File: src/logic/mem_map_pkg.sv
`default_nettype none

package mem_map_pkg;

    // ------------------------------------------------
    // Address regions from the top two address bits
    // ------------------------------------------------
    localparam int REGION_MSB = 31;
    localparam int REGION_LSB = 30;

    typedef enum logic [1:0] {
        REGION_NONE_LO = 2'b00,
        REGION_DMEM    = 2'b01,
        REGION_MMIO    = 2'b10,
        REGION_NONE_HI = 2'b11
    } region_t;

    // ------------------------------------------------
    // MMIO register offsets, word index in addr[4:2]
    // ------------------------------------------------
    localparam logic [2:0] MMIO_OFS_STATUS    = 3'd0;
    localparam logic [2:0] MMIO_OFS_UART_RX   = 3'd1;
    localparam logic [2:0] MMIO_OFS_UART_TX   = 3'd2;
    // Offset 3 is a hole and reads zero
    localparam logic [2:0] MMIO_OFS_CNT_CLEAR = 3'd4;
    localparam logic [2:0] MMIO_OFS_CYCLES    = 3'd5;
    localparam logic [2:0] MMIO_OFS_ACCESSES  = 3'd6;

endpackage

`default_nettype wire

File: src/logic/access_pkg.sv
`default_nettype none

package access_pkg;

    // ------------------------------------------------
    // Load/store width codes, funct3 style
    // ------------------------------------------------
    typedef enum logic [2:0] {
        WIDTH_B  = 3'd0,
        WIDTH_H  = 3'd1,
        WIDTH_W  = 3'd2,
        WIDTH_BU = 3'd4,
        WIDTH_HU = 3'd5
    } width_t;

    // ------------------------------------------------
    // Handshake sequencer states
    // ------------------------------------------------
    typedef enum logic [1:0] {
        ST_IDLE    = 2'd0,
        ST_ACCESS  = 2'd1,
        ST_RESPOND = 2'd2,
        ST_RELEASE = 2'd3
    } fsm_state_t;

endpackage

`default_nettype wire

File: src/logic/access_fsm.sv
`default_nettype none
`timescale 1ns/10ps

module access_fsm (
    input  wire logic            clk,
    input  wire logic            rst,
    input  wire logic            req,
    input  wire logic [1:0]      region_bits,
    output logic                 ack,
    output logic                 dmem_en,
    output logic                 mmio_en,
    output logic                 access_done,
    output mem_map_pkg::region_t rsp_region
);

    access_pkg::fsm_state_t state;
    access_pkg::fsm_state_t state_next;

    // ------------------------------------------------
    // Next state
    // ------------------------------------------------
    always_comb begin
        state_next = state;
        case (state)
            access_pkg::ST_IDLE: begin
                if (req) begin
                    state_next = access_pkg::ST_ACCESS;
                end
            end
            access_pkg::ST_ACCESS:  state_next = access_pkg::ST_RESPOND;
            access_pkg::ST_RESPOND: state_next = access_pkg::ST_RELEASE;
            access_pkg::ST_RELEASE: begin
                // Back-pressure, wait here until the requester lets go
                if (!req) begin
                    state_next = access_pkg::ST_IDLE;
                end
            end
        endcase
    end

    always_ff @(posedge clk) begin
        if (rst) begin
            state       <= access_pkg::ST_IDLE;
            rsp_region  <= mem_map_pkg::REGION_NONE_LO;
            access_done <= 1'b0;
        end else begin
            state       <= state_next;
            // Pulse lines up with the first ack cycle
            access_done <= (state == access_pkg::ST_RESPOND);
            // Region captured once per transaction
            if (state == access_pkg::ST_IDLE && req) begin
                rsp_region <= mem_map_pkg::region_t'(region_bits);
            end
        end
    end

    // ------------------------------------------------
    // Outputs
    // ------------------------------------------------
    assign dmem_en = (state == access_pkg::ST_ACCESS) &&
                     (rsp_region == mem_map_pkg::REGION_DMEM);
    assign mmio_en = (state == access_pkg::ST_ACCESS) &&
                     (rsp_region == mem_map_pkg::REGION_MMIO);
    assign ack     = (state == access_pkg::ST_RELEASE);

endmodule

`default_nettype wire

File: config.mk
export PLATFORM = sky130hd
export DESIGN_NAME = access_fsm
export DESIGN_NICKNAME = d
export VERILOG_FILES = /design/src/logic/mem_map_pkg.sv /design/src/logic/access_pkg.sv /design/src/logic/access_fsm.sv
export SDC_FILE = /design/constraint.sdc
export NUM_CORES = 1
export LEC_CHECK = 0
export BUFFER_PORTS_ARGS = -buffer_cell sky130_fd_sc_hd__buf_2
export CAP_MARGIN = 20
export CORE_AREA = 2 2 39 41
export CTS_CLUSTER_SIZE = 30
export DETAILED_ROUTE_END_ITERATION = 8
export DIE_AREA = 0 0 41 43
export PLACE_DENSITY = 0.47
export SLEW_MARGIN = 25
export SYNTH_ARGS = -nofsm -noshare
export SYNTH_HDL_FRONTEND = slang
export SYNTH_SLANG_ARGS = --single-unit
File: constraint.sdc
create_clock -name clk -period 1.9 [get_ports clk]
set_clock_uncertainty 0.1 [all_clocks]
set_input_delay 0.57 -clock clk [delete_from_list [all_inputs] [get_ports clk]]
set_output_delay 0.57 -clock clk [all_outputs]
set_load 0.01 [all_outputs]
[Word level (Yosys, flattened, before mapping)]
Index checks and enable logic that the tools add are counted.
Storage, ports and cells
  register bits: 5
  input bits: 5
  word-level logic and storage cells: 18
Operators by class
  equality and inequality tests: 7
  reductions and logical operators: 5
  mux-type cells: 3
Operator list (number)
  $pmux 2 s4: 1
  $eq 2x2->1 const B: 3
  $eq 2x1->1 const B: 2
  $mux 2: 2
  $ne 2x2->1 const B: 2
  $logic_and 1x1->1: 3
  $logic_not 2->1: 1
  $reduce_and 2->1: 1

[Depth between registers and ports, before layout]
  word-level depth: 3
  gate-level depth with buffers: 4
  mapped depth without buffers: 4

[Least setup slack after synthesis]
Ideal clock, no wire load.
  path type: register to output
  from: reg state[1]
  to: out mmio_en
  arrival time: 0.815 ns
  setup slack: 0.415 ns
  data required time: 1.230 ns
  cell stages (with the launch flop): 4
  cell sequence: dfxtp_1 > inv_1 > ha_1 > and3b_1
Between the ends
  longest elaborated chain between the ends: 2
RTL lines
  start, declared: RTL line access_fsm.sv:16  | access_pkg::fsm_state_t state;
  start signal, assigned: RTL line access_fsm.sv:43  | state <= access_pkg::ST_IDLE;
  start signal, assigned: RTL line access_fsm.sv:47  | state <= state_next;
  $eq 2x1->1: RTL line access_fsm.sv:62  | assign mmio_en = (state == access_pkg::ST_ACCESS) &&
  $logic_and 1x1->1: RTL line access_fsm.sv:62
  end, declared: RTL line access_fsm.sv:11  | output logic mmio_en,
Every way passes these cells.

[Worst setup path after layout]
Ends and elaborated chain as after synthesis.

==> out/metrics.cfg <==
[status]
status=completed

[grt]
grt_max_degree=8
gr-total-overflow=0
track_usage_pct=7.53
antenna_found_initial=0
grt_pass1_wl_microns=869
grt_pass1_vias=235

[clock_tree]
h-tree-depth=1
cts_made_buffers=3
ctsHoldBuffers=0
clock-sinks=5
cts_resized=0
cts_setup_buffers=0
clk_pin_slew_ns=0.04
clk_latency_ns=0.24
cts-root-buf=clkbuf_4
clk_path_buf_depth=2
tritoncts=done

[drt]
wl_met1_microns=267
wl_met2_microns=271
wl_met3_microns=44
ant_nets=0
wl_per_cell_microns=9.73
drtIter0Drc=1
vias=245
top_layer_used=met3
dr.pass1.iters=4
routed_wl_microns=584
drc=0
vias_per_cell=4.08

[power_and_ir_drop]
power.density_nw_per_um2=1240
power_leakage_nw=0.211
peakVddDrop_mv=0.347
fin_total_pwr_mw=0.497

[logic_synthesis]
synth_area_per_cell_sq_um=10.1
netlist_instances=30
synth.distinct_cells=13
syn_nets=41
ys_seq_elements=5
ys_seq_area_share_pct=33.2
syn-cell-area_sq_um=302
yosys_warnings=0

[flow_run]
drv_cap=0

[worst_setup_path]
worstSetupPathType=reg2out
cp-end-kind=output pin
reg2reg_depth=4
critical_path_arrival_ns=1.15
worstReg2RegEnd=state[1]
crit_chain=inv_1 > ha_1 > and3b_1 > buf_2
cp_slowest_cell=dfxtp_2
cp_max_fo=5
worst-path-buf-inv=2
crit_family=flip-flops
critPathMaxStageDelay_ns=0.36
crit_required_ns=1.23
r2r_slack_ns=0.45
r2r_start=state[0]
critPathLaunchType=flop

[finish]
layout_common_cells=buf_2 (10), ha_1 (6), dfxtp_1 (4)
multi_input_area_sq_um=194
area_delta_synth_final_pct=32.4
layout_commonest_cell=buf_2
fillCellCount=159
final_area_sq_um=399
final_core_util_pct=28.8
diodes=0
seqCellArea_sq_um=101
drive_above_1_share_pct=36.4
nNetsFinal=56

[worst_hold_path]
hp-start=state[1]
hold_class=reg2reg
worstHoldPathCells=2
min_to=state[1]

[sta]
rsz0062_at_grt=no
finalCritPeriodShare_pct=95.7
hold_viol=0
tns_ns=0
finalSetupViolations=0
maxSlewViolCount=0
fin_crit_ns=1.82
relSlewSlack_pct=80.1
worstMarginPinSlew_ns=0.291
fmax_ghz=0.550

[floorplan]
start_util_pct=21.8
die_h_microns=43
die_w_microns=41
num_rows=14
dieArea_sq_um=1760
num_io_pins=11
core-area_sq_um=1380

[placement]
io_buffers=10
place_congestion=0.634
place_area_sq_um=372
dp_hpwl_microns=460

==> power breakdown <==
part | total [mW] | switching (mW) | internal, mW
logic | 0.198 | 0.105 | 0.0931
registers | 0.175 | 0.0341 | 0.140
clock network | 0.124 | 0.0449 | 0.0795
==> area by class of cell <==
type	instances	area share (%)
sequential	5	25.4
tap	16	5.02
multi-input combinational	23	48.6
inverter	2	1.88
timing repair buffer	10	12.5
clock buffer	4	6.58
==> synth_stat cells (all sizes together) <==
master	n	area [sq um]
mux2i	3	30.0
o21bai	1	7.51
nor2b	1	6.26
inv	2	7.51
nand2	1	3.75
dfxtp	5	100
nand2b	3	18.8
nor2	1	3.75
nand3	2	10.0
ha	6	75.1
a21bo	2	20.0
and3b	1	8.76
a21oi	2	10.0
==> per-layer routing <==
layer / global-route usage [%] / vias to the layer above
met5: 0 / -
met4: 4.00 / 0
met3: 4.71 / 0
met2: 11.9 / 10
met1: 7.07 / 105
li1: - / 130
==> kinds of logic after synthesis <==
family	Yosys count	synth area share, %
adder cells (fa/ha/maj)	6	24.9
flip-flops	5	33.2
buffers and inverters	2	2.49
AO/OA/AOI/OAI	5	12.4
multiplexers	3	9.96
AND/OR/NAND/NOR	9	17.0
==> how the worst max path moves through the flow <==
stage,endpoint,start,cells after the start
floorplan,mmio_en,state[1],3
global placement,mmio_en,state[1],4
detailed placement,mmio_en,state[1],4
CTS,mmio_en,state[1],4
global route,mmio_en,state[1],4
finish,mmio_en,state[1],4
==> stage by stage <==
stage / setup WS (ns) / std cells / hold WS, ns
after floorplan: 0.415 / 30 / 0.396
after global placement: 0.269 / 56 / 0.429
after detailed placement: 0.255 / 56 / 0.440
after CTS: 0.000784 / 60 / 0.448
after global routing: 0.00148 / 60 / 0.444
final: 0.0824 / 60 / 0.410
==> registers in the layout (all words and copies together) (netlist names) <==
register	flops
state	2
access_done	1
rsp_region	2
==> worst reg2reg max path, delay by kind of cell, from the launching register on <==
kind       cells  cell delay (ns)
buf+inv        1             0.11
mux            2             0.48
fa+ha+maj      1             0.27
flops          1             0.41
No activity file was read; power rests on OpenSTA's default activity.
