**src/logic/mem_map_pkg.sv**
```systemverilog
`default_nettype none

package mem_map_pkg;

    // ------------------------------------------------
    // Address regions from the top two address bits
    // ------------------------------------------------
    localparam int REGION_MSB = 31;
    localparam int REGION_LSB = 30;

    typedef enum logic [1:0] {
        REGION_NONE_LO = 2'b00,
        REGION_DMEM    = 2'b01,
        REGION_MMIO    = 2'b10,
        REGION_NONE_HI = 2'b11
    } region_t;

    // ------------------------------------------------
    // MMIO register offsets, word index in addr[4:2]
    // ------------------------------------------------
    localparam logic [2:0] MMIO_OFS_STATUS    = 3'd0;
    localparam logic [2:0] MMIO_OFS_UART_RX   = 3'd1;
    localparam logic [2:0] MMIO_OFS_UART_TX   = 3'd2;
    // Offset 3 is a hole and reads zero
    localparam logic [2:0] MMIO_OFS_CNT_CLEAR = 3'd4;
    localparam logic [2:0] MMIO_OFS_CYCLES    = 3'd5;
    localparam logic [2:0] MMIO_OFS_ACCESSES  = 3'd6;

endpackage

`default_nettype wire

```
**src/logic/mmio_regs.sv**
```systemverilog
`default_nettype none
`timescale 1ns/10ps

module mmio_regs #(
    parameter int COUNT_WIDTH = 32
) (
    input  wire logic                   clk,
    input  wire logic                   rst,
    input  wire logic                   mmio_en,
    input  wire logic                   we,
    input  wire logic [2:0]             reg_ofs,
    input  wire logic [31:0]            wdata,
    input  wire logic [COUNT_WIDTH-1:0] cycle_count,
    input  wire logic [COUNT_WIDTH-1:0] access_count,
    input  wire logic [7:0]             uart_rx_data,
    input  wire logic                   uart_rx_valid,
    input  wire logic                   uart_tx_ready,
    input  wire logic                   access_done,
    output logic [31:0]                 rdata,
    output logic                        cnt_clear,
    output logic [7:0]                  uart_tx_data,
    output logic                        uart_tx_strobe,
    output logic                        uart_rx_taken
);

    logic tx_pending;
    logic rx_pending;

    // ------------------------------------------------
    // Writes and pending UART events
    // ------------------------------------------------
    always_ff @(posedge clk) begin
        if (rst) begin
            cnt_clear  <= 1'b0;
            tx_pending <= 1'b0;
            rx_pending <= 1'b0;
        end else begin
            if (access_done) begin
                tx_pending <= 1'b0;
                rx_pending <= 1'b0;
            end
            if (mmio_en && we && reg_ofs == mem_map_pkg::MMIO_OFS_CNT_CLEAR) begin
                cnt_clear <= wdata[0];
            end
            if (mmio_en && we && reg_ofs == mem_map_pkg::MMIO_OFS_UART_TX) begin
                tx_pending <= 1'b1;
            end
            if (mmio_en && !we && reg_ofs == mem_map_pkg::MMIO_OFS_UART_RX) begin
                rx_pending <= 1'b1;
            end
        end
    end

    // Transmit byte
    always_ff @(posedge clk) begin
        if (mmio_en && we && reg_ofs == mem_map_pkg::MMIO_OFS_UART_TX) begin
            uart_tx_data <= wdata[7:0];
        end
    end

    // ------------------------------------------------
    // Registered read
    // ------------------------------------------------
    always_ff @(posedge clk) begin
        if (mmio_en && !we) begin
            case (reg_ofs)
                mem_map_pkg::MMIO_OFS_STATUS:   rdata <= {30'd0, uart_rx_valid, uart_tx_ready};
                mem_map_pkg::MMIO_OFS_UART_RX:  rdata <= {24'd0, uart_rx_data};
                mem_map_pkg::MMIO_OFS_CYCLES:   rdata <= 32'(cycle_count);
                mem_map_pkg::MMIO_OFS_ACCESSES: rdata <= 32'(access_count);
                default:                        rdata <= 32'd0;
            endcase
        end
    end

    // Strobes fire together with the first ack cycle
    assign uart_tx_strobe = tx_pending && access_done;
    assign uart_rx_taken  = rx_pending && access_done;

endmodule

`default_nettype wire

```
**config.mk**
```make
export PLATFORM = sky130hd
export DESIGN_NAME = mmio_regs
export DESIGN_NICKNAME = d
export VERILOG_FILES = /design/src/logic/mem_map_pkg.sv /design/src/logic/mmio_regs.sv
export SDC_FILE = /design/constraint.sdc
export NUM_CORES = 1
export LEC_CHECK = 0
export CAP_MARGIN = 20
export CELL_PAD_IN_SITES_DETAIL_PLACEMENT = 1
export CELL_PAD_IN_SITES_GLOBAL_PLACEMENT = 1
export CORE_MARGIN = 1
export CORE_UTILIZATION = 45
export DETAILED_ROUTE_END_ITERATION = 10
export DONT_BUFFER_PORTS = 1
export PLACE_DENSITY = 0.84
export RECOVER_POWER = 50
export SYNTH_ARGS = -nofsm -noshare
export SYNTH_HDL_FRONTEND = slang
export SYNTH_SLANG_ARGS = --single-unit
```
**constraint.sdc**
```tcl
create_clock -name clk -period 2.6 [get_ports clk]
set_input_delay 0.13 -clock clk [delete_from_list [all_inputs] [get_ports clk]]
set_output_delay 0.13 -clock clk [all_outputs]
set_load 0.005 [all_outputs]
```
* Yosys cells after proc, flatten, opt, wreduce, memory -nomap -nowiden *
Cells that the tools add are included.

cells by class
  equality and inequality tests = 5
  muxes and demuxes = 4
  reductions and logical operators = 11

operator list
  cell                                                  count
  one-hot mux 32 bit (4 select lines)                   1
  equality test 3 bit (second input constant)           3
  logical AND 1 bit                                     7
  nonzero test 2 bit                                    2
  equality test 3 x 1 -> 1 bit (second input constant)  1
  equality test 3 x 2 -> 1 bit (second input constant)  1
  zero test 3 bit                                       1
  2-to-1 mux 1 bit                                      3
  zero test 1 bit                                       1

word-level totals
  bits in registers = 43
  input bits = 114
  output and inout port bits = 43
  word-level logic and storage cells = 25

* Logic depth before layout (Yosys ltp) *
  depth after elaboration = 4
  depth in mapped cells = 6

* Worst setup path before layout *
OpenSTA, ideal clock, no wires.

  kind = input port to flip-flop
  from = input port we
  to = register rdata[0], enable pin
  library setup time = 427 ps
  data arrival time = 1613 ps
  setup slack = 560 ps
  cell stages on the path = 1
  path buffers = 0
  path through = nor2b_1

between the ends
  cells in the longest elaborated chain, start to end = 2

RTL lines
  what                    line             RTL
  start: declaration      mmio_regs.sv:10  input wire logic we,
  zero test 1 bit         mmio_regs.sv:65  if (mmio_en && !we) begin
  logical AND 1 bit       mmio_regs.sv:65
  end signal: assignment  mmio_regs.sv:67  mem_map_pkg::MMIO_OFS_STATUS: rdata <= {30'd0, uart_rx_valid, uart_tx_ready};
  end signal: assignment  mmio_regs.sv:68  mem_map_pkg::MMIO_OFS_UART_RX: rdata <= {24'd0, uart_rx_data};
  end signal: assignment  mmio_regs.sv:69  mem_map_pkg::MMIO_OFS_CYCLES: rdata <= 32'(cycle_count);
  end: declaration        mmio_regs.sv:19  output logic [31:0] rdata,

No other way between the ends.
A chain may end at the register's enable or synchronous reset.

* Final worst setup path *
  from = input port reg_ofs[1]
  to = register rdata[27] (data pin)

between the ends
  cells in the longest elaborated chain, start to end = 2

RTL lines
  what                                         line             RTL
  start: declaration                           mmio_regs.sv:11  input wire logic [2:0] reg_ofs,
  equality test 3 bit (tied with other cells)  mmio_regs.sv:66  case (reg_ofs)
  one-hot mux 32 bit (4 select lines) (*)      mmio_regs.sv:66

Mark *: on every way between the ends. The rest lies on a longest branch, timed or not.

==> results.md <==
* 1st-iter DRT viols at 64
* Core box area at 4000 um2
* Critical Path AT at 1.86 ns
* Seq/Total Area, Yosys at 0.675
* Commonest cells in the netlist: edfxtp_1 (40), a22o_1 (24), nand2_1 (9), o21ai_1 (8), mux2i_1 (6)
* Die Area at 4420 um2
* Vias in the first global route at between 1000 and 1500
* Routed wire per std cell at 22.1 um
* CTS H-tree lvls at 2
* Hold wc startpoint: access_done
* Vert. Die Dim at 66.5 um
* Worst r2r src: tx_pending
* Antenna viol nets, final at 0
* Initial antenna violation count at 0
* Residual DRC at 0
* Port buffer count at 0
* Synth top area cells: edfxtp_1 (64%), a22o_1 (11%), dfxtp_1 (3.2%)
* Clock power frac at 0.300
* Final Wtd Congestion at 0.773
* Crit path from: reg_ofs[1]
* Final min period at 1.72 ns
* Clock buffer depth at 2
* Clock latency on the worst-skew pair at 0.28 ns
* Routed vias/inst at 6.02
* Finished Layout Cells at about 180
* Fin. Hold Viols at 0
* Combinational power share at 0.062
* Placed instance area at 1860 um2
* Synthesized flop and latch total at 43
* Ys async rst share at 0
* WL final at between 4000 and 5000 um
* Number of flops mapped to enable cells by yosys at 40
* Design Area, Final at a little over 2000 um2
* Reg2reg end: tx_pending
* First-pass GRT wire length at 5230 um
* Placed Cells at 163
* Mapped cell area at 1870 um2
* Most common cell in the netlist: edfxtp_1
* RSZ-0062 raised after global routing: no
* Clock transition at the registers of the reported paths at about 0.08 ns
* Cell Pwr Density at 634 nW/um2
* CP endpoint: rdata[27]
* Area delta synth->final at 8.23%
* Leak at 0.658 nW
* Final Cycle Share at 0.662
* Hold WC Path Type: primary input to register
* Worst EP required at 2.74 ns
* Synth cell types at 27
* R2R Setup Slk at around 1.9 ns
* Syn_nets at ~230
* Fin. max-slew vios at 25
* Max_cap viols at 1
* Top cell type's share of synthesized area at 0.643
* GRT overflow at 0
* Final setup vio count at 0
* Leading area contributor after synthesis: edfxtp_1
* Critical path class: primary input to register
* Int Pwr at 1.02 mW
* Sink Count at 43
* Die X at 66.5 um
* Prevailing post-synth register cell: edfxtp_1
* Largest net degree at the start of global routing at 34
* Worst Path Max Fanout at 24
* R2R depth at 2
* Row Count at 23
* Setup crit end kind: register
* IO Count at between 150 and 200
* Yosys warnings at 0
* Final #Nets at 244
* Vias at roughly 1100
* Least-Margin Pin Slew at around 1.6 ns
* Diode count at 0
* Tot GR Track Use at 0.174
* Slew headroom at -0.0407
* Sw Ratio at 0.203
* TritonRoute pass-1 iters at 3
* Failing checks: capacitance limit, slew limit
* Setup crit start kind: primary input
* Power share of the sequential group at 0.638
* Mapped Cells at 120
* Share of layout cells above drive strength 1 at 0.0840
* Maximum vdd drop at 0.255 mV
* Max Fclk at 581 MHz
* Clock Root Buffer: clkbuf_8
* Setup TNS at 0 ns
* Status: finished with violations
* Avg Cell Area, Syn at around 16 um2
* Total CTS buffers at 5
* NetSw at 0.261 mW
* Post-DP HPWL at 2910 um
* Worst Skew at 0 ns
* Initial Util at 0.467
* CTS tree: done
* Filler cells at roughly 400
-- power by group through the flow --
stage               clock [mW]  sequential, mW  combinational (mW)
detailed placement           0           0.836              0.0720
CTS                      0.404           0.820              0.0840
global placement             0           0.833              0.0671
global route             0.425           0.823              0.0881
finish                   0.384           0.819              0.0792
floorplan                    0           0.828              0.0699
-- state kept, by name (all words and copies together), names as in the netlist --
register and cells:
rdata 32, uart_tx_data 8, cnt_clear 1, rx_pending 1, tx_pending 1
-- stage by stage --
step | hold slack, ns | power [mW] | utilization | setup slack (ns)
CTS | 0.00677 | 1.31 | 0.510 | 1.40
global placement | 0.200 | 0.900 | 0.465 | 1.33
floorplan | 0.199 | 0.898 | - | 0.560
global route | 0.0311 | 1.34 | 0.506 | 0.700
finish | 0.0192 | 1.28 | 0.506 | 0.879
detailed placement | 0.202 | 0.908 | 0.465 | 1.14
-- cell families (layout without fill, tap and decap cells) --
| family | Yosys count | count (layout) | share of synthesized area |
|---|---|---|---|
| muxes | 8 | 8 | 0.0442 |
| AOI/OAI and AO/OA | 38 | 38 | 0.157 |
| DFF | 43 | 43 | 0.675 |
| buffers and inverters | 9 | 20 | 0.0475 |
| and+or+nand+nor | 22 | 22 | 0.0763 |
-- what timing repair did --
action | 4_1_cts | 5_1_grt
gates resized for setup | 0 | 0
hold buffers | 10 | 0
hold endpoints to repair | 11 | 0
setup buffers | 0 | 0
-- layout by cell type (no fill, tap or decap), types with 3 or more instances in the layout --
cell            n
a22o_1         24
dfxtp_1         3
nand2_1         9
edfxtp_1       40
clkbuf_8        5
mux2i_1         6
o21ai_1         7
dlygate4sd3_1  10
-- area by class of cell --
class,instances,area [um2],share of cell area
clock buffers,6,72.6,0.0359
clock inverters,2,7.51,0.00371
inverters,1,3.75,0.00186
multi-input cells,68,512,0.253
flip-flops and latches,43,1260,0.623
well taps,50,62.6,0.0309
repair buffers,11,104,0.0513
-- worst max-delay path: stages --
cell,delay (ns)
nand2b_1,0.24
nor2_1,1.20
a22o_1,0.28
-- per-layer routing --
metal	share of wire	global-route usage
met1	0.36	0.163
met2	0.53	0.329
met3	0.096	0.0634
met4	0.012	0.0798
met5	0	0
-- worst min-delay path by stage --
stage	to	slack, ns	depth (start not counted)
2_1_floorplan	cnt_clear	0.20	1
3_3_place_gp	rx_pending	0.20	1
3_5_place_dp	rx_pending	0.20	1
4_1_cts	rx_pending	0.007	2
5_1_grt	rx_pending	0.03	2
6_report	rx_pending	0.02	2
No activity file was read; power rests on OpenSTA's default activity.
