### src/logic/perf_counters.sv
`default_nettype none
`timescale 1ns/10ps

module perf_counters #(
    parameter int COUNT_WIDTH = 32
) (
    input  wire logic                   clk,
    input  wire logic                   rst,
    input  wire logic                   access_done,
    input  wire logic                   cnt_clear,
    output logic [COUNT_WIDTH-1:0]      cycle_count,
    output logic [COUNT_WIDTH-1:0]      access_count
);

    // ------------------------------------------------
    // Free-running cycle count and completed accesses
    // ------------------------------------------------
    always_ff @(posedge clk) begin
        if (rst || cnt_clear) begin
            cycle_count  <= '0;
            access_count <= '0;
        end else begin
            cycle_count  <= cycle_count + COUNT_WIDTH'(1);
            if (access_done) begin
                access_count <= access_count + COUNT_WIDTH'(1);
            end
        end
    end

endmodule

`default_nettype wire

### config.mk
export PLATFORM = sky130hd
export DESIGN_NAME = perf_counters
export DESIGN_NICKNAME = d
export VERILOG_FILES = /design/src/logic/perf_counters.sv
export SDC_FILE = /design/constraint.sdc
export NUM_CORES = 1
export LEC_CHECK = 0
export ABC_CLOCK_PERIOD_IN_PS = 2029
export BUFFER_PORTS_ARGS = -buffer_cell sky130_fd_sc_hd__buf_2
export CORE_MARGIN = 3
export CORE_UTILIZATION = 48
export DETAILED_ROUTE_END_ITERATION = 6
export GPL_ROUTABILITY_DRIVEN = 0
export GPL_TIMING_DRIVEN = 0
export HOLD_SLACK_MARGIN = 0.03
export PLACE_DENSITY_LB_ADDON = 0.15
export SETUP_SLACK_MARGIN = 0.3
export SLEW_MARGIN = 20
export SYNTH_ARGS = -nofsm -noshare
export SYNTH_HDL_FRONTEND = slang
export SYNTH_SLANG_ARGS = --single-unit
### constraint.sdc
create_clock -name clk -period 2.03 [get_ports clk]
set_clock_uncertainty 0.1 [all_clocks]
set_input_delay 0.406 -clock clk [delete_from_list [all_inputs] [get_ports clk]]
set_output_delay 0.406 -clock clk [all_outputs]
set_load 0.005 [all_outputs]
# == After elaboration in Yosys (flattened, before gate mapping) ==
# Index checks and enable logic that the tools add are counted.
# classes
addsub,2
reduce_logical,1
# op_table
operator,count
"32-bit by 1-bit adder with 32-bit output, second input constant",2
1-bit logical OR,1
# totals
out_inout_bits,64
inputBits,4
regBits,64
word_cells,5

# == Logic depth before layout (Yosys ltp) ==
# Gate-level depths: netlist (run 1).
# depth
ltp_word,1
mapped_depth,7
ltp_nobuf,5

# == Worst setup path before layout (run 1) ==
# Ideal clock, no wire load.
# synth_path
path_kind,register to register
start,register access_count[0]
end,register access_count[20]
period_less_slack_ns,2.097
path_buffers,1
arrival_ns,1.926
stages_incl_launch_ff,7
slack_ns,-0.067
required_time_ns,1.860
setup_ns,0.070
cell_sequence,dfxtp_1 > ha_1 > nand3_1 > or3_1 > clkbuf_1 > or4_2 > a21oi_1
# synth_via
elab_chain_cells,1
# synth_rtl
element,line,source
start: declaration,12,output logic [COUNT_WIDTH-1:0] access_count
start signal: assignment,25,access_count <= access_count + COUNT_WIDTH'(1);
32-bit by 1-bit adder with 32-bit output,25,
# Every way passes these cells.
# A chain may end at the register's enable or synchronous reset.

# == Worst setup path after layout (run 1) ==
# layout_path
start,register access_count[21]
end,register access_count[30]
# The elaborated chain is that of the path after synthesis.

==> metrics.md, run 1 <==
| Metric | Value |
|---|---|
| Max_slew headroom | a little under three fifths |
| Setup Viol. Count Final | 0 |
| Reg2reg setup slack | 0.05 ns |
| Starting density of the core | about half |
| Tot Pwr | 2.327 mW |
| Worst Hold Path Cells | 3 |
| P&R area growth vs syn | 58.41% |
| Die ar. | 7145 um2 |
| DP Area | 3546 um2 |
| Status | complete, no violations |
| Synthesized area | 2960 um2 |
| Clock sinks | 64 |
| Initial DRC count | between 200 and 250 |
| DR WL/cell | 17.13 um |
| Layout Nets | around 500 |
| GRT Util Overall | between 20% and 30% |
| Setup slack at placement | -0.1799 ns |
| Synth top area share | 43.28% |
| P_leak | 1.796 nW |
| Routed vias | between 3000 and 4000 |
| Total gr overflow | 0 |
| Avg Cell Area, Syn | about 8.6 um2 |
| Post-Layout Inst Area | 4690 um2 |
| Hold_sp | access_done |
| CTS H-Tree Depth | 3 |
| Hold Path Sink | access_count[0]$_SDFFE_PP0P_ |
| Final Max Tran Viols | 0 |
| DIE WIDTH | 84.53 um |
| Max Cap Viol | 0 |
| Final Hold Viols | 0 |
| FF+latch count, synth | 64 |
| Wire length of the first global-routing pass | approximately 15000 um |
| Hold_buf cts | 0 |
| R2R depth | 5 |
| F_max | around 510 MHz |
| Clock latency on the worst-skew pair | ~0.34 ns |
| Synth cell types | 35 |
| Die height | approximately 85 um |
| Fin crit share | 97.45% |
| RSZ-0062 raised after global routing | yes |
| Largest cells by area after synthesis | dfxtp_1 (43%), or4_1 (5.8%), a21oi_1 (5.6%), o31ai_1 (5.3%), xor2_1 (4.1%) |
| CTS tree | done |
| Reg clk slew, reported paths | around 0.07 ns |
| FILL cells | approximately 360 |
| Setup Crit Path Kind | register to register |
| Storage element area | roughly 1400 um2 |
| Post-route minimum period | approximately 2 ns |
| CP startpoint kind | register |
| Post-route DRC | 0 |
| DRT Wirelength | 9677 um |
| Slew @ Worst Pin | 0.6374 ns |
| PortBufs | 66 |
| Vias in the first global route | ~3100 |
| Cells after Synth | roughly 340 |
| DRT Pass-1 Iters | 4 |
| Max clock buf depth | 2 |
| Core ar. | approximately 5700 um2 |
| I/O pin total | between 60 and 70 |
| RR Endpoint | access_count[30]$_SDFFE_PP0P_ |
| # rows | 27 |
| Ant diodes | 0 |
| Yosys top cell by area | dfxtp_1 |
| Worst setup margin | around 0.052 ns |
| CP arrival | between 2 and 2.5 ns |
| Setup_tns | 0 ns |
| Worst-path fanout max | 8 |
| Pwr Density | 496.3 nW/um2 |
| Pin count of the biggest net entering global routing | 11 |
| Via-to-Cell Ratio | about 6 |
| Share of cells above drive strength 1 | a little over half |
| Num CTS Buffers | 9 |
| Worst reg2reg path startpoint | access_count[21]$_SDFFE_PP0P_ |
| Post-DP HPWL | ~5200 um |
| Initial antenna violation count | 0 |
| Hold WC Path Type | input pin to register |
| Ys Warns | 0 |
| CTS root buffer | clkbuf_8 |
| Area of the multi-input gates | 1919 um2 |
| Worst vdd ir | 0.3530 mV |
| CP endpoint kind | register |
| Sequential-to-total area share from yosys stat | a little over two fifths |
| Antenna-violating nets left | 0 |
| Net Count, Synth | 349 |
| CP required | 2.19 ns |
==> metrics by stage <==
| step | hold WS [ns] | util [%] | cells |
|---|---|---|---|
| 6_report | 0.2411 | 81.66 | 565 |
| 5_1_grt | 0.2577 | 81.66 | 565 |
| 3_3_place_gp | 0.3656 | 61.74 | 481 |
| 3_5_place_dp | 0.3735 | 61.74 | 481 |
| 2_1_floorplan | 0.3598 | - | 343 |
| 4_1_cts | 0.2408 | 75.95 | 547 |
==> cells in the final DEF, fill, tap and decap left out, types with 14 or more instances in the layout <==
| cell type | count |
|---|---|
| dfxtp_4 | 30 |
| buf_4 | 63 |
| nand3_1 | 17 |
| or4_1 | 14 |
| nand4_1 | 16 |
| nor2_1 | 28 |
| a21oi_1 | 20 |
| buf_2 | 66 |
| xor2_1 | 14 |
| nand2_1 | 20 |
| dfxtp_2 | 16 |
| dfxtp_1 | 18 |
==> kinds of logic after synthesis <==
group	count (synthesis)	share of synthesized area (%)
XOR/XNOR	25	7.396
AO/OA/AOI/OAI	68	13.57
AND/OR/NAND/NOR	157	30.39
buffers and inverters	25	3.846
adder cells (fa/ha/maj)	2	0.8452
flip-flops	64	43.28
multiplexers	2	0.6763
==> layout make-up <==
cell class	count	area share [%]
Sequential cell	64	30.15
Clock inverter	5	1.014
Inverter	6	0.4803
Buffer	19	4.109
Multi-Input combinational cell	254	40.93
Timing Repair Buffer	134	18.60
Tap cell	72	1.921
Clock buffer	11	2.801
==> worst max-delay path: stages, from the launching register on <==
cell	delay, ns
dfxtp_4	0.37
nand3_2	0.09
or4_4	0.59
buf_6	0.17
or4_1	0.40
a21oi_1	0.16
==> registers in the layout, summed over array words and instances, names as in the netlist <==
register,flops
access_count,32
cycle_count,32
==> synth_stat cells, drive strengths merged <==
cell / instances
or3: 12
nor4: 7
xor2: 14
nand3: 23
buf: 7
nand4: 18
o31a: 1
nand2b: 1
a21oi: 33
o211ai: 1
dfxtp: 64
and3: 4
inv: 6
o21ai: 11
or2: 3
or4: 25
and2: 1
nor2: 28
or4b: 2
and4: 7
mux2i: 2
clkbuf: 12
o21a: 1
o31ai: 21
xnor2: 11
nor3: 4
nand2: 22
ha: 2
==> report_power, final <==
part / internal (mW) / leakage [nW] / total [mW] / switching [mW]
Sequential: 1.22 / 0.548 / 1.23 / 0.00459
Clock: 0.556 / 0.0922 / 1.04 / 0.484
Combinational: 0.0236 / 1.16 / 0.0629 / 0.0393
==> per-layer routing <==
metal,track usage (%),routed length [um],vias up
met5,0,0,-
met4,11.37,136,0
met3,5.594,569,16
met2,40.57,4809,114
met1,32.49,4162,1628
li1,-,-,1580
==> timing repair <==
item | CTS | global route
pin swaps | 31 | 20
hold endpoints to repair | 0 | 0
setup buffers | 50 | 17
cloned | 0 | 1
setup endpoints to repair | 33 | 33
resized for setup | 81 | 46
==> worst max-delay path by stage <==
stage / start / endpoint / slack (ns) / cells past startpoint
after floorplan: access_done / access_count[21]$_SDFFE_PP0P_ / 0.02 / 6
after global placement: access_done / access_count[17]$_SDFFE_PP0P_ / -0.14 / 5
after detailed placement: access_done / access_count[17]$_SDFFE_PP0P_ / -0.18 / 5
after CTS: cycle_count[20]$_SDFF_PP0_ / cycle_count[25]$_SDFF_PP0_ / 0.07 / 6
after global routing: access_count[22]$_SDFFE_PP0P_ / access_count[30]$_SDFFE_PP0P_ / 0.0004 / 5
final: access_count[21]$_SDFFE_PP0P_ / access_count[30]$_SDFFE_PP0P_ / 0.05 / 5
Power figures use the tool's default switching activity.
==> run 2, diff against run 1 <==
- ABC_AREA: default -> 1
- ABC_CLOCK_PERIOD_IN_PS: 2029 -> 2200
- CORE_UTILIZATION: 48 -> 55
- clock period: 2.03 -> 2.2 ns (I/O delays scaled with it)
==> run 2 against run 1 <==
Clock-buffer cell count down 2. Via count increased by 8.7%. Synthesized area increased by 17%. Sequential power is 6% lower. Non-clock buffer count fell by 79. Clock power increased by 9.6%. Critical path depth up 3. Sequential share of layout area grew 0.98 points. Register-to-register slack improved by 0.48 ns. Total power increased by 1.4%. Highest routed layer unchanged.
==> metrics.md, run 2 <==
| Metric | Value |
|---|---|
| Post-CTS setup buffers | 0 |
| Hold_sp | rst |
| Top delay family on crit path | simple AND/OR/NAND/NOR gates |
| Slew @ Worst Pin | 0.5338 ns |
| Min Hold Slack | roughly 0.32 ns |
| Clock sinks | between 60 and 70 |
| Slowest CP cell | dfxtp_1 |
| Post-synth top cells | nand2_1 (149), nor2_1 (107), dfxtp_1 (64) |
| CP endpoint kind | register |
| CTS tree | done |
| Synth top area share | a little under two fifths |
| Wire length of the first global-routing pass | ~15000 um |
| Ys Warns | 0 |
| Via-to-Cell Ratio | ~5.2 |
| Hold WC Path Type | input pin to register |
| Final Hold Viols | 0 |
| Initial DRC count | between 150 and 200 |
| Worst reg2reg path startpoint | access_count[0]$_SDFFE_PP0P_ |
| FILL cells | between 500 and 600 |
| DR WL/cell | between 10 and 15 um |
| Yosys top cell by area | dfxtp_1 |
| Top-count cell post-synth | nand2_1 |
| Commonest cells after routing, fill and taps aside | nand2_1 (149), nor2_1 (107), buf_2 (70) |
| Die ar. | 7290 um2 |
| Avg Cell Area, Syn | 6.430 um2 |
| Max Cap Viol | 0 |
| Post-synth EDFFs | 0 |
| F_max | 599.0 MHz |
| Largest cells by area after synthesis | dfxtp_1 (37%), nand2_1 (16%), nor2_1 (12%), inv_1 (5.8%), a21oi_1 (4.6%) |
| Max_slew headroom | 64.41% |
| Net Count, Synth | 545 |
| Core ar. | ~6000 um2 |
| FF+latch count, synth | 64 |
| Vias in the first global route | about 3400 |
| CP startpoint kind | register |
| Cells after Synth | between 500 and 600 |
| Reg2reg setup slack | 0.53 ns |
| Layout Nets | 623 |
| R2R depth | 8 |
| CP required | ~2.4 ns |
| P_leak | 1.565 nW |
| Reg clk slew, reported paths | around 0.08 ns |
| RR Endpoint | access_count[20]$_SDFFE_PP0P_ |
| CP max stage delay | between 0.4 and 0.5 ns |
| Worst-path fanout max | 6 |
| Ant diodes | 0 |
| PortBufs | 67 |
| Tot Pwr | between 2 and 2.5 mW |
| Synth cell types | 26 |
| Starting density of the core | a little under three fifths |
| Worst vdd ir | around 0.40 mV |
| Cells along the critical path | ha_1, inv_1, nor2_2, nand3_1, nor2_1, nand3_1, nand2_1, nor2_1 |
| Status | complete, no violations |
| Max clock buf depth | 2 |
| Setup Viol. Count Final | 0 |
| Cells after DPL | 681 |
| GRT Util Overall | a little over a quarter |
| DIE WIDTH | between 80 and 90 um |
| DRT Pass-1 Iters | 5 |
| CP arrival | about 1.8 ns |
| PostCTS Resize Cnt | 0 |
| Area of the multi-input gates | approximately 1900 um2 |
| Post-DP HPWL | roughly 6600 um |
| I/O pin total | 68 |
| Routed vias | 3629 |
| CTS H-Tree Depth | 3 |
| Clock latency on the worst-skew pair | between 0.3 and 0.4 ns |
| Pin count of the biggest net entering global routing | 13 |
| Share of cells above drive strength 1 | ~20% |
| Post-route minimum period | ~1.7 ns |
| Fin crit share | about three quarters |
| Post-route DRC | 0 |
| Worst Hold Path Cells | 4 |
| Initial antenna violation count | 0 |
| Hold_buf cts | 0 |
| Commonest non-fill, non-tap cell in the layout | nand2_1 |
| Async set-reset flop share out of synthesis | 0% |
| Buf/Inv on CP | 1 |
| Sequential-to-total area share from yosys stat | approximately 37% |
| RSZ-0062 raised after global routing | no |
| Total gr overflow | 0 |
| DRT Wirelength | approximately 8800 um |
| Storage element area | 1281 um2 |
| Finished Layout Cells | ~700 |
| Antenna-violating nets left | 0 |
| Largest registers | access_count: 32 flops, cycle_count: 32 flops |
| Pwr Density | 573.6 nW/um2 |
| Num CTS Buffers | 9 |
| Synthesized area | roughly 3500 um2 |
| Setup Crit Path Kind | register to register |
| Main synth FF type | dfxtp_1 |
| Hold Path Sink | cycle_count[7]$_SDFF_PP0_ |
| Final Max Tran Viols | 0 |
| Die height | around 85 um |
| # rows | 28 |
| P&R area growth vs syn | 18.74% |
| Setup_tns | 0 ns |
| CTS root buffer | clkbuf_8 |
[run 2: changes by cell type after synthesis, moves of 16 or more]
| cell | previous run | this run |
|---|---|---|
| nor2_2 | 0 | 16 |
| o31ai_1 | 21 | 0 |
| nand2_1 | 22 | 149 |
| nor2_1 | 28 | 107 |
| inv_1 | 6 | 54 |
| or4_1 | 23 | 0 |
[run 2: final cells by class]
type,count,area share (%)
buffer,7,0.8209
clock buffer,9,3.010
clock inverter,7,2.341
inverter,57,5.199
multi-input combinational,411,47.07
sequential,64,31.13
tap,75,2.280
timing repair buffer,67,8.148
[run 2: tightest hold or removal path, stage by stage]
cell and delay (ns):
buf_2 0.08, nor2_2 0.08, o21ai_0 0.08, a21oi_1 0.04
[run 2: worst max-delay path by stage]
stage | cells past startpoint | startpoint | endpoint | slack [ns]
CTS | 8 | access_count[0]$_SDFFE_PP0P_ | access_count[20]$_SDFFE_PP0P_ | 0.55
detailed placement | 5 | cnt_clear | access_count[1]$_SDFFE_PP0P_ | 0.41
finish | 8 | access_count[0]$_SDFFE_PP0P_ | access_count[20]$_SDFFE_PP0P_ | 0.53
global placement | 5 | cnt_clear | access_count[1]$_SDFFE_PP0P_ | 0.44
global route | 8 | access_count[0]$_SDFFE_PP0P_ | access_count[20]$_SDFFE_PP0P_ | 0.36
floorplan | 8 | access_count[0]$_SDFFE_PP0P_ | access_count[28]$_SDFFE_PP0P_ | 0.78
[run 2: report_power, final]
group	internal, mW	switching [mW]	total [mW]
clock	0.639	0.497	1.14
sequential	1.16	0.00318	1.16
combinational	0.0177	0.0432	0.0608
total	1.82	0.543	2.36
[run 2: cell families (layout without fill, tap and decap cells)]
kind of cell,after synthesis,after routing,synth area share [%]
AO/OA/AOI/OAI,54,54,8.231
flip-flops,64,64,36.97
XOR/XNOR,8,8,2.022
AND/OR/NAND/NOR,347,347,44.91
adder cells (fa/ha/maj),2,2,0.7219
buffers and inverters,64,147,7.148
[run 2: routing by layer]
metal	track usage (%)	up-vias	wire length (um)	share of wire [%]
li1	-	1872	-	-
met1	30.71	1626	3753	43
met2	46.61	112	4305	49
met3	6.019	19	520	5.9
met4	8.921	0	214	2.4
met5	0	-	0	0
[run 2: per-stage QoR]
step | worst slack [ns] | instance area, um2 | utilization (%)
after floorplan | 0.7779 | 3466 | -
after global placement | 0.4396 | 3895 | 64.64
after detailed placement | 0.4095 | 3895 | 64.64
after CTS | 0.5532 | 4115 | 68.29
after global routing | 0.3616 | 4115 | 68.29
final | 0.5306 | 4115 | 68.29
