`src/logic/mem_map_pkg.sv`:
```
`default_nettype none

package mem_map_pkg;

    // ------------------------------------------------
    // Address regions from the top two address bits
    // ------------------------------------------------
    localparam int REGION_MSB = 31;
    localparam int REGION_LSB = 30;

    typedef enum logic [1:0] {
        REGION_NONE_LO = 2'b00,
        REGION_DMEM    = 2'b01,
        REGION_MMIO    = 2'b10,
        REGION_NONE_HI = 2'b11
    } region_t;

    // ------------------------------------------------
    // MMIO register offsets, word index in addr[4:2]
    // ------------------------------------------------
    localparam logic [2:0] MMIO_OFS_STATUS    = 3'd0;
    localparam logic [2:0] MMIO_OFS_UART_RX   = 3'd1;
    localparam logic [2:0] MMIO_OFS_UART_TX   = 3'd2;
    // Offset 3 is a hole and reads zero
    localparam logic [2:0] MMIO_OFS_CNT_CLEAR = 3'd4;
    localparam logic [2:0] MMIO_OFS_CYCLES    = 3'd5;
    localparam logic [2:0] MMIO_OFS_ACCESSES  = 3'd6;

endpackage

`default_nettype wire

```
`src/logic/access_pkg.sv`:
```
`default_nettype none

package access_pkg;

    // ------------------------------------------------
    // Load/store width codes, funct3 style
    // ------------------------------------------------
    typedef enum logic [2:0] {
        WIDTH_B  = 3'd0,
        WIDTH_H  = 3'd1,
        WIDTH_W  = 3'd2,
        WIDTH_BU = 3'd4,
        WIDTH_HU = 3'd5
    } width_t;

    // ------------------------------------------------
    // Handshake sequencer states
    // ------------------------------------------------
    typedef enum logic [1:0] {
        ST_IDLE    = 2'd0,
        ST_ACCESS  = 2'd1,
        ST_RESPOND = 2'd2,
        ST_RELEASE = 2'd3
    } fsm_state_t;

endpackage

`default_nettype wire

```
`src/logic/load_align.sv`:
```
`default_nettype none
`timescale 1ns/10ps

module load_align (
    input  wire logic [31:0]      dmem_rdata,
    input  wire logic [31:0]      mmio_rdata,
    input  mem_map_pkg::region_t  rsp_region,
    input  wire logic [1:0]       byte_ofs,
    input  access_pkg::width_t    width,
    output logic [31:0]           rdata
);

    logic [31:0] src;
    logic [31:0] shifted;

    // ------------------------------------------------
    // Source select by region
    // ------------------------------------------------
    always_comb begin
        case (rsp_region)
            mem_map_pkg::REGION_DMEM:     src = dmem_rdata;
            mem_map_pkg::REGION_MMIO:     src = mmio_rdata;
            mem_map_pkg::REGION_NONE_LO,
            mem_map_pkg::REGION_NONE_HI:  src = 32'd0;
        endcase
    end

    // Addressed byte lands in bits 7:0
    assign shifted = src >> {byte_ofs, 3'b000};

    // ------------------------------------------------
    // Mask and extend
    // ------------------------------------------------
    always_comb begin
        case (width)
            access_pkg::WIDTH_B:  rdata = {{24{shifted[7]}}, shifted[7:0]};
            access_pkg::WIDTH_H:  rdata = {{16{shifted[15]}}, shifted[15:0]};
            access_pkg::WIDTH_BU: rdata = {24'd0, shifted[7:0]};
            access_pkg::WIDTH_HU: rdata = {16'd0, shifted[15:0]};
            default:              rdata = shifted;
        endcase
    end

endmodule

`default_nettype wire

```
`config.mk`:
```
export PLATFORM = sky130hd
export DESIGN_NAME = load_align
export DESIGN_NICKNAME = d
export VERILOG_FILES = /design/src/logic/mem_map_pkg.sv /design/src/logic/access_pkg.sv /design/src/logic/load_align.sv
export SDC_FILE = /design/constraint.sdc
export NUM_CORES = 1
export LEC_CHECK = 0
export ABC_AREA = 1
export BUFFER_PORTS_ARGS = -buffer_cell sky130_fd_sc_hd__buf_2
export CAP_MARGIN = 15
export CORE_MARGIN = 10
export CORE_UTILIZATION = 40
export DETAILED_ROUTE_END_ITERATION = 10
export PLACE_DENSITY_LB_ADDON = 0.05
export SLEW_MARGIN = 20
export SYNTH_ARGS = -nofsm -noshare
export SYNTH_HDL_FRONTEND = slang
export SYNTH_SLANG_ARGS = --single-unit
```
`constraint.sdc`:
```
create_clock -name vclk -period 1.2
set_input_delay 0.12 -clock vclk [all_inputs]
set_output_delay 0.12 -clock vclk [all_outputs]
set_load 0.01 [all_outputs]
```
### After elaboration in Yosys (flattened, before gate mapping)

Index checks and enable logic that the tools add are counted.
W data, S select, Z words.

* equality and inequality tests: 6
* shift-type cells: 1
* muxes and demuxes: 2
* reduce and logical (&&, ||, !) cells: 3

Operators by type and width (number)
* $pmux W32 S4: 1
* $pmux W32 S3: 1
* $shr A32 B5 Y32: 1
* $eq A3 B3 Y1 const B: 2
* $eq A2 B2 Y1 const B: 2
* $eq A3 B1 Y1 const B: 1
* $logic_not A3 Y1: 1
* $eq A2 B1 Y1 const B: 1
* $logic_not A2 Y1: 1
* $reduce_or A2 Y1: 1

* register bits after elaboration: 0
* input bits: 71
* output and inout port bits: 32
* logic and storage cells: 12

### Depth between registers and ports, before layout

Gate-level depths: netlist of the first run.

* word-level depth: 5
* mapped depth: 10
* gate-level depth less buffers: 8

### Worst setup path before layout of the first run

OpenSTA, ideal clock, no wires.

* kind: input to output
* from: input port byte_ofs[0]
* to: output port rdata[0]
* data arrival time: 1.074 ns
* data required time: 1.080 ns
* path slack: 0.006 ns
* stages on the path: 6
* buffers on the path: 3
* cell sequence: buf_2 > inv_1 > buf_2 > buf_1 > o21ai_1 > o21ai_1

* word-level cells in the longest chain between the ends: 2

RTL lines
* start: declaration: RTL line load_align.sv:8 `input wire logic [1:0] byte_ofs,`
* $shr A32 B5 Y32: RTL line load_align.sv:29 `assign shifted = src >> {byte_ofs, 3'b000};`
* $pmux W32 S4: RTL line load_align.sv:35 `case (width)`
* end: declaration: RTL line load_align.sv:10 `output logic [31:0] rdata`

No other way between the ends.

### Worst setup path after layout of the first run

* from: input port rsp_region[1]
* to: output port rdata[9]

* word-level cells in the longest chain between the ends: 5
* elaborated cells on any way between the ends: 8
* classes of those cells: eq/ne: 3; shift: 1; mux: 2; reduce/logical: 2

RTL lines
* start: declaration: RTL line load_align.sv:7 `input mem_map_pkg::region_t rsp_region,`
* $eq A2 B2 Y1 or $logic_not A2 Y1 (tied branches): RTL line load_align.sv:20 `case (rsp_region)`
* $reduce_or A2 Y1: RTL line load_align.sv:20
* $pmux W32 S3 *: RTL line load_align.sv:20
* $shr A32 B5 Y32 *: RTL line load_align.sv:29
* $pmux W32 S4 *: RTL line load_align.sv:35

Every way passes the cells marked *; elsewhere a longest branch is shown, timed or not.

==> flow_metrics.env, run 1 <==
export IMPL_outcome="finished with violations"
export IMPL_synth_warnings=0
export IMPL_dr_pass1_iters=5
export IMPL_drive_gt1_share_pct=53.0
export IMPL_drcViolationCount=0
export IMPL_tightest_slew_ns=0.266
export IMPL_synth_area_um2=1180
export IMPL_worst_path_most_repeated_cell="nand2_2"
export IMPL_period_share_pct=118
export IMPL_viasPerCell=5.76
export IMPL_yosysMostFrequentCell="nand2_1"
export IMPL_die_y_um=74.4
export IMPL_synth_commonest_cells="nand2_1, nand3_1, inv_1, o21ai_1, buf_2"
export IMPL_slowest_stage="nor2_4"
export IMPL_ioPinCount=103
export IMPL_synth_avg_cell_area_um2=4.40
export IMPL_final_util_pct=84.3
export IMPL_grt_pass1_wl_um=9330
export IMPL_crit_type="input port to output port"
export IMPL_place_inst=411
export IMPL_fin_crit_ns=1.41
export IMPL_synth_cells=269
export IMPL_yosysTopAreaCellShare_pct=39.3
export IMPL_area_growth_pct=99.6
export IMPL_worst_slack_ns=-0.215
export IMPL_cellLeakagePower_nw=1.41
export IMPL_holdCritStartpoint="dmem_rdata[2]"
export IMPL_rows=19
export IMPL_regArea_um2=0
export IMPL_start_util_pct=42.2
export IMPL_numPortBuffers=103
export IMPL_final_cells=417
export IMPL_place_congestion=0.881
export IMPL_synth_fp_nets=340
export IMPL_ant_nets=0
export IMPL_violations="setup timing"
export IMPL_maxCapViolCount=0
export IMPL_grt_max_degree=19
export IMPL_cp_startpoint="rsp_region[1]"
export IMPL_fin_nets=458
export IMPL_coreArea_um2=2810
export IMPL_grt_overflow=0
export IMPL_via_count=2403
export IMPL_place_hpwl_um=4550
export IMPL_final_max_slew_viol_count=0
export IMPL_nClkBuffers=0
export IMPL_tns_ns=-4.66
export IMPL_max_freq_mhz=707
export IMPL_grt_pass1_vias=2057
export IMPL_grt_use_total_pct=19.8
export IMPL_drt_wirelength_per_cell_um=16.9
export IMPL_required_ns=1.08
export IMPL_drtIter0Drc=326
export IMPL_ir_drop_v=0.000269
export IMPL_slew_headroom_pct=82.2
export IMPL_slowest_delay_ns=0.22
export IMPL_endpoint_kind="output port"
export IMPL_path_max_fanout=6
export IMPL_dieArea_um2=5540
export IMPL_synth_area_leaders="nand2_1, nand3_1, o21ai_1"
export IMPL_seq_cells=0
export IMPL_yosysUniqueCellTypes=16
export IMPL_finalSetupViolations=31
export IMPL_report_final_hold_viol_count=0
export IMPL_grt_antenna_before_repair=0
export IMPL_synth_top_area_cell="nand2_1"
export IMPL_wirelength_um=7030
export IMPL_worstPathArrival_ns=1.29
export IMPL_dp_slack_ns=-0.168
export IMPL_rsz0062_at_grt="yes"
export IMPL_cp_cell_sequence="buf_12 > inv_8 > nor2_4 > buf_6 > nand2_2 > nand2_2 > nand2_1 > a21oi_2 > nand2_1 > nand2_2 > buf_6"
export IMPL_power_density_nw_per_um2=412
export IMPL_ys_seq_area_share_pct=0
export IMPL_die_x_um=74.4
export IMPL_min_path_type="input port to output port"
export IMPL_cp_start_kind="input port"
-- critical path, delay by kind of cell --
kind / cells / cell delay (ns)
AND/OR/NAND/NOR: 6 / 0.58
buffers and inverters: 4 / 0.43
AO/OA/AOI/OAI: 1 / 0.15
-- stage by stage --
stage	total power, W	hold slack, ns	area, um2
after global placement	0.000750	0.671	1930
after floorplan	0.000389	0.458	1180
after CTS	0.000816	0.685	2110
after global routing	0.00105	0.728	2360
after detailed placement	0.000756	0.685	1930
final	0.000975	0.698	2360
-- layout by cell type (no fill, tap or decap), drive strengths merged --
| cell type | synthesis | layout |
|---|---|---|
| nor2 | 6 | 6 |
| inv | 20 | 20 |
| diode | 0 | 1 |
| o21ai | 15 | 15 |
| a21oi | 7 | 7 |
| o211ai | 3 | 3 |
| nand2 | 124 | 124 |
| and2 | 1 | 1 |
| nand3 | 74 | 74 |
| buf | 16 | 135 |
-- power breakdown --
group | internal, W | leakage (nW) | total, W | switching (W)
clock | 0.000000000111 | 0.00000634 | 0.000000000111 | 0
combinational | 0.000452 | 1.41 | 0.000975 | 0.000523
sequential | 0 | 0 | 0 | 0
-- logic make-up after synthesis --
family	after synthesis	synth area share, %
AND/OR/NAND/NOR	205	74.2
AO/OA/AOI/OAI	25	11.2
buffers and inverters	39	14.6
-- path summary, 6_finish.rpt --
kind,slack (ns),endpoint,cells after the start
worst max-delay path,-0.21,rdata[9],11
worst min-delay path,0.70,rdata[2],6
-- repair_timing --
item / in CTS / in global routing
gates resized for setup: 31 / 74
endpoints found under the setup margin: 31 / 31
pin swaps: 0 / 20
cloned: 2 / 1
setup buffers: 3 / 1
hold buffers: 0 / 0
-- layout make-up --
cell class,count,area [um2]
repair buffers,135,965
diodes,1,2.50
inverters,20,85.1
multi-input cells,230,1270
fillers,200,440
well taps,31,38.8
-- per-layer routing --
metal	part of all wire, %	track usage, %
met5	0	0
met3	13	4.26
met2	49	35.6
met4	3.7	2.31
met1	34	24.0
Note: power is estimated with default switching activity, not from simulation.
==> inputs of run 2 (changes only) <==
ABC_AREA = unset   (was 1)
==> flow_metrics.env, run 2 <==
export IMPL_area_growth_pct=100
export IMPL_whs_ns=0.732
export IMPL_grt_pass1_vias=1845
export IMPL_dieArea_um2=5430
export IMPL_dp_slack_ns=-0.445
export IMPL_drt_wirelength_per_cell_um=19.8
export IMPL_drtIter0Drc=173
export IMPL_min_path_type="input port to output port"
export IMPL_place_hpwl_um=4380
export IMPL_outcome="finished with violations"
export IMPL_cp_cell_sequence="buf_8 > nor2b_4 > buf_6 > a22oi_1 > a211o_1 > nand3_2 > buf_6"
export IMPL_die_y_um=73.7
export IMPL_regArea_um2=0
export IMPL_report_final_hold_viol_count=0
export IMPL_clkPwrFrac_pct=0
export IMPL_slowest_stage="a22oi_1"
export IMPL_ioPinCount=103
export IMPL_endpoint_kind="output port"
export IMPL_synth_warnings=0
export IMPL_rsz0062_at_grt="yes"
export IMPL_nClkBuffers=0
export IMPL_synth_top_area_cell="a221o_1"
export IMPL_worst_slack_ns=-0.345
export IMPL_final_max_slew_viol_count=0
export IMPL_dr_pass1_iters=4
export IMPL_postLayoutCellArea_um2=2300
export IMPL_finalSetupViolations=31
export IMPL_start_util_pct=41.8
export IMPL_ir_drop_v=0.000324
export IMPL_synth_cells=149
export IMPL_wirelength_um=6060
export IMPL_synth_commonest_cells="nor2_1, a221o_1, a22o_1, nand2_1, o211ai_1"
export IMPL_diodes=0
export IMPL_fillers=170
export IMPL_dpl_instance_area_um2=1800
export IMPL_grt_max_degree=18
export IMPL_place_congestion=0.953
export IMPL_max_freq_mhz=647
export IMPL_path_max_fanout=11
export IMPL_seq_cells=0
export IMPL_final_cell_mix="buf_2, buf_4, nor2_1"
export IMPL_ys_seq_area_share_pct=0
export IMPL_worstPathArrival_ns=1.42
export IMPL_ant_nets=0
export IMPL_via_count=1823
export IMPL_fin_crit_ns=1.54
export IMPL_rows=19
export IMPL_yosysTopAreaCellShare_pct=12.2
export IMPL_intPower_w=0.000472
export IMPL_yosysUniqueCellTypes=39
export IMPL_crit_type="input port to output port"
export IMPL_crit_buf_inv=3
export IMPL_required_ns=1.08
export IMPL_grt_antenna_before_repair=0
export IMPL_yosysMostFrequentCell="nor2_1"
export IMPL_grt_overflow=0
export IMPL_maxCapViolCount=0
export IMPL_multiInputGateArea_um2=1280
export IMPL_seqPwrFrac_pct=0
export IMPL_synth_fp_nets=220
export IMPL_worst_path_most_repeated_cell="buf_6"
export IMPL_numPortBuffers=103
export IMPL_viasPerCell=5.96
export IMPL_final_common_cell="buf_2"
export IMPL_synth_avg_cell_area_um2=7.73
export IMPL_crit_family="compound AO/OA/AOI/OAI gates"
export IMPL_grt_use_total_pct=19.3
export IMPL_switchingPower_w=0.000456
export IMPL_cellLeakagePower_nw=1.18
export IMPL_die_x_um=73.7
export IMPL_coreArea_um2=2760
export IMPL_fin_nets=348
export IMPL_slew_headroom_pct=56.7
export IMPL_power_frac_comb_pct=100.0
export IMPL_synth_area_um2=1150
export IMPL_synth_area_leaders="a221o_1, a22o_1, buf_6"
export IMPL_tightest_slew_ns=0.645
export IMPL_power_density_nw_per_um2=403
export IMPL_switching_share_pct=49.2
export IMPL_tns_ns=-7.10
export IMPL_violations="setup timing"
export IMPL_cp_start_kind="input port"
export IMPL_drive_gt1_share_pct=68.4
export IMPL_grt_pass1_wl_um=8820
export IMPL_drcViolationCount=0
export IMPL_period_share_pct=129
export IMPL_slowest_delay_ns=0.46
## run 2: final cells by class
cell class                 count  area share [%]
inverter                       2           0.489
timing repair buffer         140            42.4
multi-input combinational    133            55.4
tap                           31            1.68
## run 2: path summary, 6_finish.rpt
path	depth (start not counted)	from	endpoint	slack, ns
min	5	dmem_rdata[2]	rdata[2]	0.73
max	7	rsp_region[0]	rdata[23]	-0.34
## run 2: timing repair
action | CTS | global route
endpoints found under the setup margin | 32 | 32
hold buffers | 0 | 0
resized for setup | 36 | 36
pin swaps | 4 | 4
buffers inserted | 1 | 4
cloned | 2 | 3
## run 2: power by group through the flow
stage	sequential (W)	clock (W)	combinational, W
finish	0	0	0.000928
global route	0	0	0.000995
CTS	0	0	0.000799
detailed placement	0	0	0.000721
global placement	0	0	0.000705
floorplan	0	0	0.000403
## run 2: cell families (layout without fill, tap and decap cells)
kind of cell | Yosys count | count (layout) | share of synthesized area [%]
muxes | 4 | 4 | 3.47
AOI/OAI and AO/OA | 76 | 76 | 59.5
and+or+nand+nor | 51 | 53 | 24.2
buffers and inverters | 18 | 142 | 12.8
## run 2: metal layers
metal	vias up	part of all wire, %	routed length [um]	global-route usage [%]
li1	870	-	-	-
met1	854	36	2160	20.1
met2	91	53	3180	37.1
met3	8	10	614	5.65
met4	0	1.6	95	3.31
met5	-	0	0	0
## run 2: metrics by stage
| step | std cells | util (%) | power [W] |
|---|---|---|---|
| 2_1_floorplan | 149 | - | 0.000403 |
| 3_3_place_gp | 296 | 65.2 | 0.000705 |
| 3_5_place_dp | 296 | 65.2 | 0.000721 |
| 4_1_cts | 299 | 71.7 | 0.000799 |
| 5_1_grt | 306 | 83.6 | 0.000995 |
| 6_report | 306 | 83.6 | 0.000928 |
==> inputs of run 3 (changes only) <==
CELL_PAD_IN_SITES_DETAIL_PLACEMENT = 1   (was unset)
CELL_PAD_IN_SITES_GLOBAL_PLACEMENT = 1   (was unset)
CORE_UTILIZATION = 23   (was 40)
clock period = 1.25 ns   (was 1.2 ns; I/O delays follow)
==> flow_metrics.env, run 3 (same netlist as run 2, synthesis figures left out) <==
export IMPL_violations="setup timing"
export IMPL_place_inst=336
export IMPL_numPortBuffers=103
export IMPL_ioPinCount=103
export IMPL_final_common_cell="buf_2"
export IMPL_fillers=582
export IMPL_worstPathArrival_ns=1.41
export IMPL_use_met3_pct=2.83
export IMPL_place_hpwl_um=5330
export IMPL_grt_use_total_pct=14.4
export IMPL_rows=25
export IMPL_dpl_instance_area_um2=1880
export IMPL_dieArea_um2=8240
export IMPL_power_density_nw_per_um2=380
export IMPL_coreArea_um2=4790
export IMPL_holdCritStartpoint="mmio_rdata[30]"
export IMPL_final_max_slew_viol_count=0
export IMPL_diodes=0
export IMPL_final_cells=342
export IMPL_crit_type="input port to output port"
export IMPL_grt_busiest_layer="met2"
export IMPL_area_growth_pct=107
export IMPL_rsz0062_at_grt="yes"
export IMPL_regArea_um2=0
export IMPL_path_max_fanout=10
export IMPL_endpoint_kind="output port"
export IMPL_max_freq_mhz=653
export IMPL_start_util_pct=24.1
export IMPL_report_final_hold_viol_count=0
export IMPL_period_share_pct=123
export IMPL_tightest_slew_ns=0.656
export IMPL_worst_slack_ns=-0.282
export IMPL_die_x_um=90.8
export IMPL_fin_crit_ns=1.53
export IMPL_grt_antenna_before_repair=0
export IMPL_crit_path_end="rdata[11]"
export IMPL_grt_overflow=0
export IMPL_cp_start_kind="input port"
export IMPL_drt_wirelength_per_cell_um=19.3
export IMPL_maxCapViolCount=0
export IMPL_grt_pass1_wl_um=10200
export IMPL_viasPerCell=5.18
export IMPL_nClkBuffers=0
export IMPL_postLayoutCellArea_um2=2380
export IMPL_cellLeakagePower_nw=1.21
export IMPL_grt_max_degree=23
export IMPL_via_count=1773
export IMPL_ant_nets=0
export IMPL_finalSetupViolations=31
export IMPL_multiInputGateArea_um2=1280
export IMPL_ir_drop_v=0.000168
export IMPL_outcome="finished with violations"
export IMPL_drive_gt1_share_pct=71.3
export IMPL_drcViolationCount=0
export IMPL_fin_nets=348
export IMPL_required_ns=1.12
export IMPL_dp_slack_ns=-0.480
export IMPL_wirelength_um=6600
export IMPL_use_met1_pct=15.7
export IMPL_drtIter0Drc=94
export IMPL_die_y_um=90.8
export IMPL_cp_startpoint="rsp_region[1]"
export IMPL_place_congestion=0.889
export IMPL_final_util_pct=49.8
export IMPL_dr_pass1_iters=4
export IMPL_final_cell_mix="buf_2, buf_4, nor2_1"
export IMPL_seq_cells=0
export IMPL_met2_usage_pct=28.9
export IMPL_slew_headroom_pct=56.0
export IMPL_min_path_type="input port to output port"
export IMPL_grt_pass1_vias=1987
## run 3: cell count changes in the layout (fill, tap and decap cells not counted), moves of 2 or more
cell	change
nand3_2	+3
mux2i_1	+2
a22o_4	+6
a22o_1	-6
buf_4	+2
nand3_4	-3
## run 3: final cells by class
| type | count | area share [%] |
|---|---|---|
| Tap cell | 67 | 3.52 |
| Multi-Input combinational cell | 131 | 53.8 |
| Inverter | 2 | 0.472 |
| Timing Repair Buffer | 142 | 42.3 |
## run 3: worst max-delay path: stages
cell	delay, ns
buf_8	0.11
or2b_1	0.27
o22ai_4	0.27
o211ai_4	0.16
buf_12	0.19
o211ai_1	0.11
buf_2	0.18
## run 3: timing repair
item	CTS	global route
pin swaps	14	5
setup endpoints to repair	32	32
hold endpoints to repair	0	0
gates cloned	1	1
hold buffers	0	0
setup buffers	4	0
gates resized for setup	52	17
## run 3: worst min-delay path by stage
stage | to | slack, ns | depth (start not counted)
detailed placement | rdata[3] | 0.75 | 5
global route | rdata[30] | 0.74 | 5
global placement | rdata[0] | 0.74 | 5
finish | rdata[30] | 0.71 | 5
CTS | rdata[30] | 0.70 | 5
floorplan | rdata[15] | 0.43 | 2
## run 3: stage by stage
step | TNS (ns) | power [W] | hold slack [ns]
after global routing | -8.37 | 0.000983 | 0.738
after CTS | -5.74 | 0.000863 | 0.702
after detailed placement | -10.11 | 0.000730 | 0.748
after global placement | -9.36 | 0.000725 | 0.740
final | -6.44 | 0.000906 | 0.706
after floorplan | 0 | 0.000387 | 0.431
## run 3: where the power goes
| part | switching, W | internal [W] | leakage [nW] |
|---|---|---|---|
| Clock | 0 | 0 | 0 |
| Sequential | 0 | 0 | 0 |
| Combinational | 0.000440 | 0.000466 | 1.21 |
| Total | 0.000440 | 0.000466 | 1.21 |
## run 3: metal layers
metal  share of wire (%)  routed length, um  up-vias
met5                   0                  0        -
met4                0.64                 42        0
met3                 6.2                406        4
met2                  54               3560       55
met1                  39               2580      851
li1                    -                  -      863
